`src/source/fetch_pkg.sv`:
```
// fetch unit definitions

package fetch_pkg;

	// start address after reset
	localparam logic [63:0] reset_vector = 64'h0000_0000_8000_0000;

	localparam int xlen = 64; // address width

	localparam int bq_aw = 4;  // resolve queue, 16 entries
	localparam int ras_aw = 4; // return stack, 16 entries

	// predecode result for one fetched word
	typedef struct packed {
		logic is_jal;
		logic is_jalr;
		logic is_branch;
		logic is_call;   // jal/jalr linking to x1 or x5
		logic is_return; // jalr through x1 or x5 with rd = x0
		logic is_rvc;    // selects a step of 2
		logic [xlen-1:0] imm; // sign extended
	} predecode_t;

	// one predicted conditional branch waiting for the branch unit
	typedef struct packed {
		logic pred_taken;
		logic [xlen-1:0] alt_pc; // path not followed
	} bq_entry_t;

endpackage

```
`src/source/rv_isa_pkg.sv`:
```
// RISC-V instruction encodings

package rv_isa_pkg;

	// major opcodes of the control transfers
	localparam logic [6:0] op_jal = 7'b110_1111;
	localparam logic [6:0] op_jalr = 7'b110_0111;
	localparam logic [6:0] op_branch = 7'b110_0011;

	// link registers per the calling convention
	localparam logic [4:0] reg_zero = 5'd0;
	localparam logic [4:0] reg_ra = 5'd1;
	localparam logic [4:0] reg_t0 = 5'd5;

	typedef struct packed {
		logic imm20;
		logic [9:0] imm10_1;
		logic imm11;
		logic [7:0] imm19_12;
		logic [4:0] rd;
		logic [6:0] opcode;
	} rv_j_t;

	typedef struct packed {
		logic imm12;
		logic [5:0] imm10_5;
		logic [4:0] rs2;
		logic [4:0] rs1;
		logic [2:0] funct3;
		logic [3:0] imm4_1;
		logic imm11;
		logic [6:0] opcode;
	} rv_b_t;

	typedef struct packed {
		logic [11:0] imm11_0;
		logic [4:0] rs1;
		logic [2:0] funct3;
		logic [4:0] rd;
		logic [6:0] opcode;
	} rv_i_t;

	// the same fetched word seen through each format
	typedef union packed {
		rv_j_t j;
		rv_b_t b;
		rv_i_t i;
	} rv_instr_u;

endpackage

```
`src/source/branch_predict.sv`:
```
// static branch prediction and next pc

`timescale 1ns/10ps

module branch_predict (
	input logic [fetch_pkg::xlen-1:0] fetch_pc,
	input fetch_pkg::predecode_t pd,
	input logic exception,
	input logic [fetch_pkg::xlen-1:0] exception_pc,
	input logic jalr_valid,
	input logic [fetch_pkg::xlen-1:0] jalr_pc,
	input logic bru_valid,
	input logic bru_taken,
	input logic queue_full,
	input logic fetch_ready,
	input fetch_pkg::bq_entry_t bq_out,
	input logic bq_full,
	input logic [fetch_pkg::xlen-1:0] ras_top,
	input logic ras_empty,
	output logic [fetch_pkg::xlen-1:0] pc_next,
	output logic fetch_valid,
	output logic mispredict,
	output logic bq_push,
	output logic bq_pop,
	output fetch_pkg::bq_entry_t bq_in,
	output logic ras_push,
	output logic ras_pop,
	output logic [fetch_pkg::xlen-1:0] ras_push_addr,
	output logic flush
);

	logic [fetch_pkg::xlen-1:0] seq_pc;  // fall-through
	logic [fetch_pkg::xlen-1:0] take_pc; // predicted target
	logic taken;
	logic ret_ok; // return that the stack can serve
	logic bq_stall;
	logic jalr_stall;
	logic hold;
	logic redirect;
	logic fetch_go; // word accepted on the predicted path

	assign seq_pc = fetch_pc + (pd.is_rvc ? 64'd2 : 64'd4);
	assign ret_ok = pd.is_return & ~ras_empty;

	// backward branches taken, forward not taken
	assign taken = pd.is_jal | pd.is_jalr | (pd.is_branch & pd.imm[fetch_pkg::xlen-1]);

	always_comb begin
		if (pd.is_jalr) begin
			take_pc = ret_ok ? ras_top : jalr_pc;
		end else begin
			take_pc = fetch_pc + pd.imm;
		end
	end

	// oldest queue entry is the branch being resolved
	assign mispredict = bru_valid & (bru_taken ^ bq_out.pred_taken);
	assign redirect = exception | mispredict;
	assign flush = redirect;

	assign bq_stall = pd.is_branch & bq_full;
	assign jalr_stall = pd.is_jalr & ~ret_ok & ~jalr_valid; // wait for execute
	assign hold = bq_stall | jalr_stall | queue_full | ~fetch_ready;

	assign fetch_valid = ~hold | redirect;
	assign fetch_go = ~hold & ~redirect;

	assign bq_push = pd.is_branch & fetch_go;
	assign bq_pop = bru_valid;

	always_comb begin
		bq_in.pred_taken = taken;
		bq_in.alt_pc = taken ? seq_pc : take_pc; // keep the other path
	end

	assign ras_push = pd.is_call & fetch_go;
	assign ras_push_addr = seq_pc;
	assign ras_pop = ret_ok & fetch_go;

	always_comb begin
		if (exception) begin
			pc_next = exception_pc;
		end else if (mispredict) begin
			pc_next = bq_out.alt_pc;
		end else if (hold) begin
			pc_next = fetch_pc;
		end else if (taken) begin
			pc_next = take_pc;
		end else begin
			pc_next = seq_pc;
		end
	end

endmodule

```
`src/source/instr_predecode.sv`:
```
// control transfer predecoder

`timescale 1ns/10ps

module instr_predecode (
	input rv_isa_pkg::rv_instr_u instr,
	output fetch_pkg::predecode_t pd
);

	logic rvc;
	logic rd_link; // rd is x1 or x5
	logic rs1_link;

	// compressed words have low bits other than 2'b11
	assign rvc = (instr.i.opcode[1:0] != 2'b11);

	assign rd_link = (instr.i.rd == rv_isa_pkg::reg_ra) || (instr.i.rd == rv_isa_pkg::reg_t0);
	assign rs1_link = (instr.i.rs1 == rv_isa_pkg::reg_ra) ||
		(instr.i.rs1 == rv_isa_pkg::reg_t0);

	always_comb begin
		pd = '0;
		pd.is_rvc = rvc;
		if (!rvc) begin
			case (instr.i.opcode)
				rv_isa_pkg::op_jal: begin
					pd.is_jal = 1'b1;
					pd.is_call = rd_link;
					pd.imm = {{44{instr.j.imm20}}, instr.j.imm19_12, instr.j.imm11,
						instr.j.imm10_1, 1'b0};
				end
				rv_isa_pkg::op_branch: begin
					pd.is_branch = 1'b1;
					pd.imm = {{52{instr.b.imm12}}, instr.b.imm11, instr.b.imm10_5,
						instr.b.imm4_1, 1'b0};
				end
				rv_isa_pkg::op_jalr: begin
					pd.is_jalr = 1'b1;
					pd.is_call = rd_link;
					// ret: jalr x0, 0(ra)
					pd.is_return = rs1_link && (instr.i.rd == rv_isa_pkg::reg_zero);
					pd.imm = {{52{instr.i.imm11_0[11]}}, instr.i.imm11_0};
				end
				default: ; // not a control transfer
			endcase
		end
	end

endmodule

```
`src/source/pc_gen.sv`:
```
// fetch address generator

`timescale 1ns/10ps

module pc_gen (
	input logic CLK,
	input logic rst_n,
	input logic [31:0] instr,
	input logic fetch_ready,
	input logic queue_full,
	input logic exception,
	input logic [fetch_pkg::xlen-1:0] exception_pc,
	input logic jalr_valid,
	input logic [fetch_pkg::xlen-1:0] jalr_pc,
	input logic bru_valid,
	input logic bru_taken,
	output logic [fetch_pkg::xlen-1:0] fetch_pc,
	output logic fetch_valid,
	output logic mispredict
);

	fetch_pkg::predecode_t pd;
	fetch_pkg::bq_entry_t bq_in;
	fetch_pkg::bq_entry_t bq_out;
	logic [fetch_pkg::xlen-1:0] pc_next;
	logic [fetch_pkg::xlen-1:0] ras_top;
	logic [fetch_pkg::xlen-1:0] ras_push_addr;
	logic bq_push;
	logic bq_pop;
	logic bq_full;
	logic ras_push;
	logic ras_pop;
	logic ras_empty;
	logic flush; // mispredict or exception

	always_ff @(posedge CLK) begin
		if (!rst_n) fetch_pc <= fetch_pkg::reset_vector;
		else fetch_pc <= pc_next;
	end

	instr_predecode u_predecode (
		.instr (instr),
		.pd    (pd)
	);

	branch_predict u_predict (
		.fetch_pc      (fetch_pc),
		.pd            (pd),
		.exception     (exception),
		.exception_pc  (exception_pc),
		.jalr_valid    (jalr_valid),
		.jalr_pc       (jalr_pc),
		.bru_valid     (bru_valid),
		.bru_taken     (bru_taken),
		.queue_full    (queue_full),
		.fetch_ready   (fetch_ready),
		.bq_out        (bq_out),
		.bq_full       (bq_full),
		.ras_top       (ras_top),
		.ras_empty     (ras_empty),
		.pc_next       (pc_next),
		.fetch_valid   (fetch_valid),
		.mispredict    (mispredict),
		.bq_push       (bq_push),
		.bq_pop        (bq_pop),
		.bq_in         (bq_in),
		.ras_push      (ras_push),
		.ras_pop       (ras_pop),
		.ras_push_addr (ras_push_addr),
		.flush         (flush)
	);

	resolve_fifo u_bq (
		.CLK   (CLK),
		.rst_n (rst_n),
		.flush (flush),
		.push  (bq_push),
		.pop   (bq_pop),
		.din   (bq_in),
		.dout  (bq_out),
		.full  (bq_full),
		.empty ()
	);

	return_stack u_ras (
		.CLK       (CLK),
		.rst_n     (rst_n),
		.flush     (flush),
		.push      (ras_push),
		.pop       (ras_pop),
		.push_addr (ras_push_addr),
		.top       (ras_top),
		.empty     (ras_empty)
	);

endmodule

```
`src/source/resolve_fifo.sv`:
```
// branch resolve queue

`timescale 1ns/10ps

module resolve_fifo (
	input logic CLK,
	input logic rst_n,
	input logic flush,
	input logic push,
	input logic pop,
	input fetch_pkg::bq_entry_t din,
	output fetch_pkg::bq_entry_t dout,
	output logic full,
	output logic empty
);

	fetch_pkg::bq_entry_t mem [1 << fetch_pkg::bq_aw];

	logic [fetch_pkg::bq_aw-1:0] rd_ptr;
	logic [fetch_pkg::bq_aw-1:0] wr_ptr;
	logic [fetch_pkg::bq_aw:0] count; // 0 to 16

	always_ff @(posedge CLK) begin
		if (!rst_n || flush) begin
			rd_ptr <= '0;
			wr_ptr <= '0;
			count <= '0;
		end else begin
			if (push) wr_ptr <= wr_ptr + 1'b1;
			if (pop) rd_ptr <= rd_ptr + 1'b1;
			case ({push, pop})
				2'b10: count <= count + 1'b1;
				2'b01: count <= count - 1'b1;
				default: ; // both or neither
			endcase
		end
	end

	always_ff @(posedge CLK) begin
		if (push) begin
			mem[wr_ptr] <= din;
		end
	end

	assign dout = mem[rd_ptr]; // oldest entry
	assign full = count[fetch_pkg::bq_aw]; // only set at 16
	assign empty = (count == '0);

endmodule

```
`src/source/return_stack.sv`:
```
// return address stack

`timescale 1ns/10ps

module return_stack (
	input logic CLK,
	input logic rst_n,
	input logic flush,
	input logic push,
	input logic pop,
	input logic [fetch_pkg::xlen-1:0] push_addr,
	output logic [fetch_pkg::xlen-1:0] top,
	output logic empty
);

	logic [fetch_pkg::xlen-1:0] mem [1 << fetch_pkg::ras_aw];

	logic [fetch_pkg::ras_aw-1:0] top_ptr; // newest entry
	logic [fetch_pkg::ras_aw-1:0] push_ptr;
	logic [fetch_pkg::ras_aw:0] count;

	assign push_ptr = top_ptr + 1'b1; // wraps over the oldest when full

	always_ff @(posedge CLK) begin
		if (!rst_n || flush) begin
			top_ptr <= '0;
			count <= '0;
		end else if (push) begin
			top_ptr <= push_ptr;
			// saturate, the deepest entry is lost
			if (!count[fetch_pkg::ras_aw]) count <= count + 1'b1;
		end else if (pop) begin
			top_ptr <= top_ptr - 1'b1;
			count <= count - 1'b1;
		end
	end

	always_ff @(posedge CLK) begin
		if (push) begin
			mem[push_ptr] <= push_addr;
		end
	end

	assign top = mem[top_ptr];
	assign empty = (count == '0);

endmodule

```
`config.mk`:
```
export PLATFORM = sky130hd
export DESIGN_NAME = pc_gen
export DESIGN_NICKNAME = d
export VERILOG_FILES = /design/src/source/fetch_pkg.sv /design/src/source/rv_isa_pkg.sv /design/src/source/branch_predict.sv /design/src/source/instr_predecode.sv /design/src/source/pc_gen.sv /design/src/source/resolve_fifo.sv /design/src/source/return_stack.sv
export SDC_FILE = /design/constraint.sdc
export NUM_CORES = 2
export LEC_CHECK = 0
export BUFFER_PORTS_ARGS = -buffer_cell sky130_fd_sc_hd__buf_2
export CORE_UTILIZATION = 28
export CTS_BUF_LIST = sky130_fd_sc_hd__clkbuf_8 sky130_fd_sc_hd__clkbuf_16
export CTS_CLUSTER_SIZE = 25
export DETAILED_ROUTE_END_ITERATION = 8
export SLEW_MARGIN = 20
export SYNTH_ARGS = -nofsm -noshare
export SYNTH_HDL_FRONTEND = slang
export SYNTH_SLANG_ARGS = --single-unit
```
`constraint.sdc`:
```
create_clock -name CLK -period 8.7 [get_ports CLK]
set_clock_uncertainty 0.2 [all_clocks]
set_input_delay 0 -clock CLK [delete_from_list [all_inputs] [get_ports CLK]]
set_output_delay 0 -clock CLK [all_outputs]
set_load 0.01 [all_outputs]
```
# Word level (Yosys, flattened, before mapping)

Memories as Yosys holds them, arrays and structs flattened. A register that Yosys moved wholly into a read port is not among the register bits.
Cells that the tools add are included.

Add/subtract/negate cells: 10
Eq/ne operators: 12
Mux-type cells: 30
Bitwise logic cells: 24
Reductions and logical operators: 11

Operator list:

| cell                                                  | count |
|---|---|
| two-way mux 64 bit                                    | 8 |
| one-hot mux 64 bit (3 select lines)                   | 1 |
| adder 64 bit                                          | 2 |
| two-way mux 4 bit                                     | 6 |
| equality test 7 bit, second input constant            | 3 |
| two-way mux 5 bit                                     | 4 |
| adder 4 x 1 -> 4 bit, second input constant           | 3 |
| adder 5 x 1 -> 5 bit, second input constant           | 2 |
| bitwise AND 1 bit                                     | 10 |
| equality test 5 x 1 -> 1 bit, second input constant   | 2 |
| equality test 5 x 3 -> 1 bit, second input constant   | 2 |
| logical NOT 5 bit                                     | 2 |
| one-hot mux 5 bit (2 select lines)                    | 1 |
| subtractor 5 x 1 -> 5 bit, second input constant      | 2 |
| two-way mux 1 bit                                     | 9 |
| bitwise OR 1 bit                                      | 7 |
| NOT 1 bit                                             | 6 |
| inequality test 2 bit, second input constant          | 2 |
| nonzero test 2 bit                                    | 2 |
| subtractor 4 x 1 -> 4 bit, second input constant      | 1 |
| logical OR 1 bit                                      | 3 |
| two-way mux 3 bit                                     | 1 |
| inequality test 3 x 2 -> 1 bit, second input constant | 1 |
| equality test 2 x 1 -> 1 bit, second input constant   | 1 |
| 6 further kinds                                       | 6 |

Flip-flop bits (word level): 86
RAM bits: 2,064
Bits of input ports: 168
Output and inout port bits: 66
Logic and storage cells: 96
Memories kept: 2

Memories:

| memory    | depth | width | rd ports | clocked after memory_dff | write ports | line               | source |
|---|---|---|---|---|---|---|---|
| u_bq.mem  | 16    | 65    | 1        | 1                        | 1           | resolve_fifo.sv:17 | `fetch_pkg::bq_entry_t mem [1 << fetch_pkg::bq_aw];` |
| u_ras.mem | 16    | 64    | 1        | 1                        | 1           | return_stack.sv:16 | `logic [fetch_pkg::xlen-1:0] mem [1 << fetch_pkg::ras_aw];` |

# Logic depth before layout (Yosys ltp)

Word-level depth: 19
Mapped depth: 20

# Hierarchy

From an unflattened synthesis, not the netlist that was laid out.

Cell total of the unflattened synthesis: 5,283
Area, all modules: 90,978.5 um2

Modules (own cells, without submodules):

| module          | instances | cells an instance | area each (um2) | sequential area each (um2) |
|---|---|---|---|---|
| resolve_fifo    | 1         | 1,697             | 39,821.9        | 31,570.3 |
| return_stack    | 1         | 1,663             | 38,973.6        | 31,009.7 |
| branch_predict  | 1         | 1,685             | 9,694.3         | 0.0 |
| pc_gen          | 1         | 134               | 1,791.7         | 1,281.2 |
| instr_predecode | 1         | 104               | 696.9           | 0.0 |

# Least setup slack after synthesis

OpenSTA, ideal clock, no wires.

Kind: input -> register
Start: input instr[0]
End: memory u_bq.mem[0][51] (netlist name), data pin
Arrival: 6,079 ps
Slack: 2,080 ps
Stages on the path: 17
Path buffers: 1
Cell sequence: and2_1 > inv_1 > nor4_2 > nor2_1 > nor2b_1 > ha_1 > clkbuf_1 > a21oi_1 > o21ai_0 > a211oi_1 > o22ai_1 > or3_1 > a41oi_1 > o21ai_0 > a21oi_1 > xor2_1 > o31ai_1

RTL lines:

| item            | line               | source |
|---|---|---|
| start, declared | pc_gen.sv:8        | `input logic [31:0] instr,` |
| end, declared   | resolve_fifo.sv:17 |  |

==> results.cfg <==
[outcome]
status = complete, no violations

[worst_setup_path]
worstPathCellList = buf_4 -> buf_4 -> buf_12 -> mux4_2 -> mux4_2 -> a222oi_1 -> nand2_1 -> dlygate4sd3_1 -> o21a_1 -> dlygate4sd3_1
worstSetupPathDepth = 10
critical_path_buf_inv_count = 5
rr_worst_depth = 10
cp.arrival_ns = 7.03
slowest_delay_ns = 0.78
crit_fanout = 92
cp.required_ns = 9.25
startpoint_type = flop
worstSetupEndpointType = flop
crit_family = buffers and inverters
path_class = reg -> reg
cp_slowest_cell = buf_4

[yosys]
synth_cell_types = 82
synth-edff-count = 2064
synth_top_area_share = 0.689
ys.flop_type = edfxtp_1
syn_area_um2 = 89900
syn_nets = 4996
synth_top_family_by_area = multiplexers
yosysSeqAreaShare = 0.710
synth_mux_area_frac = 0.164
yosys.area_share.simple = 0.0392
ys_ff_latch = 2158
synthArstFlopShare = 0
yosysTopAreaCell = edfxtp_1
avgSynthCellArea_um2 = 19.0
synth_compound_area_frac = 0.0475
synth_commonest_cells = edfxtp_1 (2064), mux4_2 (645), nand2_1 (211)
synth_warnings = 0
yosys-top-cells-area = edfxtp_1 (69%), mux4_2 (16%), dfxtp_1 (2.1%), ha_1 (1.1%), a21oi_1 (1.0%)
syn_inst = 4743
synth.most_common_cell = edfxtp_1
synthAdderAreaFrac = 0.0121
synthXorXnorAreaFrac = 0.0125

[global_routing]
grt_remaining_overflow = 0
grt_pass1_wl_um = 392000
grt_max_degree = 112
grt_util_all_layers = 0.170
grt_pass1_vias = 51000
antenna_found_initial = 8

[clocking]
cts_buffers = 205
clockBufferDepth = 4
cts.sinks = 2158
clk_pin_slew_worst_paths_ns = 0.07
post_cts_buffers = 0
cts_resized = 0
ctsHtreeMaxLevel = 4
insertion_delay_ns = 0.88
cts_root_buf = clkbuf_16
cts_tree = built

[routing]
vias = 50600
drtIter0Drc = 5700
vias_per_cell = 5.24
routed_wl_um = 281000
antenna_left = 0
first_pass_iters = 6
wl_per_cell_um = 29.1
drcViolationCount = 0

[die]
die_height_um = 569
die_w_um = 569
core_um2 = 319000
top_level_ports = 234
die-area_um2 = 323000
fp-row-count = 207
initial_core_util = 0.282

[sta]
tightest_slew_ns = 1.27
holdWs_ns = 0.0442
finalCritPeriodShare = 0.745
finalHoldViolations = 0
post-route-min-period_ns = 6.48
slew_violations = 0
maxSlewHeadroom = 0.148
setup_violations = 0
setup-tns-final_ns = 0
grt_setup_unrepaired = false
fmaxAchievable_ghz = 0.154

[power]
power.leakage_nw = 33.5
powerDensity_nw_per_um2 = 204
ir_worst_vdd_v = 0.000164
totalPowerFinal_mw = 21.6

[placed_design]
dp_hpwl_um = 176000
gp_congestion = 1.01
portBuffers = 233

[worst_hold_path]
hold_path.class = in -> reg
whs_path_depth = 4

[run]
max_cap_violations = 0

[finish]
fin_nets = 5569
syn2layout_area_growth_pct = 17.8
drive_above_1_share = 0.262
fin_util = 0.332
[flip-flops by register name, indices dropped and copies added (netlist names), named ones only]
signal / count
fetch_pc: 64
u_ras.count: 5
u_bq.mem: 1040
u_bq.count: 5
u_bq.wr_ptr: 4
u_ras.mem: 1024
u_ras.top_ptr: 4
u_bq.rd_ptr: 4
[cell usage in the layout (no fill, tap or decap), drive strengths merged, types with 45 or more instances in the layout]
| master | instances |
|---|---|
| clkbuf | 206 |
| xor2 | 56 |
| mux4 | 645 |
| nand3 | 92 |
| nor3 | 46 |
| o21ai | 113 |
| a21oi | 183 |
| dlygate4sd3 | 253 |
| clkinv | 79 |
| edfxtp | 2064 |
| dfxtp | 94 |
| xnor2 | 72 |
| and3 | 45 |
| nor2 | 185 |
| buf | 389 |
| nand2 | 212 |
| a21o | 56 |
| inv | 92 |
| ha | 82 |
[path summary, 6_finish.rpt]
kind	start	to	slack (ns)
hold reg to reg	u_bq.count[3]$_SDFFE_PP0P_	u_bq.count[3]$_SDFFE_PP0P_	0.31
hold / removal	jalr_pc[20]	u_bq.mem[1][20]$_DFFE_PP_	0.04
setup / recovery	flop	fetch_pc[60]$_SDFFE_PN0P_	2.22
setup reg to reg	flop	fetch_pc[60]$_SDFFE_PN0P_	2.22
[worst reg2reg max path, stage by stage, from the launching register on]
cell,delay [ns]
dfxtp_4,0.71
buf_4,0.81
buf_4,0.61
buf_12,0.58
mux4_2,0.82
mux4_2,0.55
a222oi_1,0.74
nand2_1,0.10
dlygate4sd3_1,0.60
o21a_1,0.11
dlygate4sd3_1,0.55
[what timing repair did]
action                                 CTS  global route
endpoints found under the hold margin  389             0
hold buffers                           253             0
setup endpoints to repair                0             0
[where the power goes]
| group | total (mW) | switching, mW | internal [mW] | leakage, nW |
|---|---|---|---|---|
| Sequential | 11.6 | 0.0931 | 11.5 | 19.6 |
| Clock | 8.77 | 3.87 | 4.89 | 3.26 |
| Combinational | 1.21 | 0.814 | 0.391 | 10.6 |
[cell families after synthesis]
kind of cell,after synthesis
buffers and inverters,327
multiplexers,664
flip-flops,2158
XOR/XNOR,128
AND/OR/NAND/NOR,736
adder cells (fa/ha/maj),85
AO/OA/AOI/OAI,645
[routing by layer]
metal  GRT usage  up-vias  share of wire
li1            -    20900              -
met1       0.200    27000           0.37
met2       0.291     2072           0.50
met3      0.0230      642          0.054
met4       0.110        2          0.075
met5           0        -       0.000025
[area by class of cell]
class	count	area, µm²
multi-input cells	2258	25200
flip-flops and latches	2158	63900
fillers	30100	213000
repair buffers	642	4950
inverters	51	195
well taps	4180	5230
diodes	9	22.5
clock buffers	206	5150
clock inverters	152	1300
[through the flow]
step	std cells	instance area, µm²	setup WS (ns)
2_1_floorplan	4743	89900	2.08
3_3_place_gp	9036	96800	2.23
3_5_place_dp	9036	96800	2.28
4_1_cts	9647	106000	2.11
5_1_grt	9648	106000	1.84
6_report	9656	106000	2.22
Note: power is estimated with default switching activity, not from simulation.
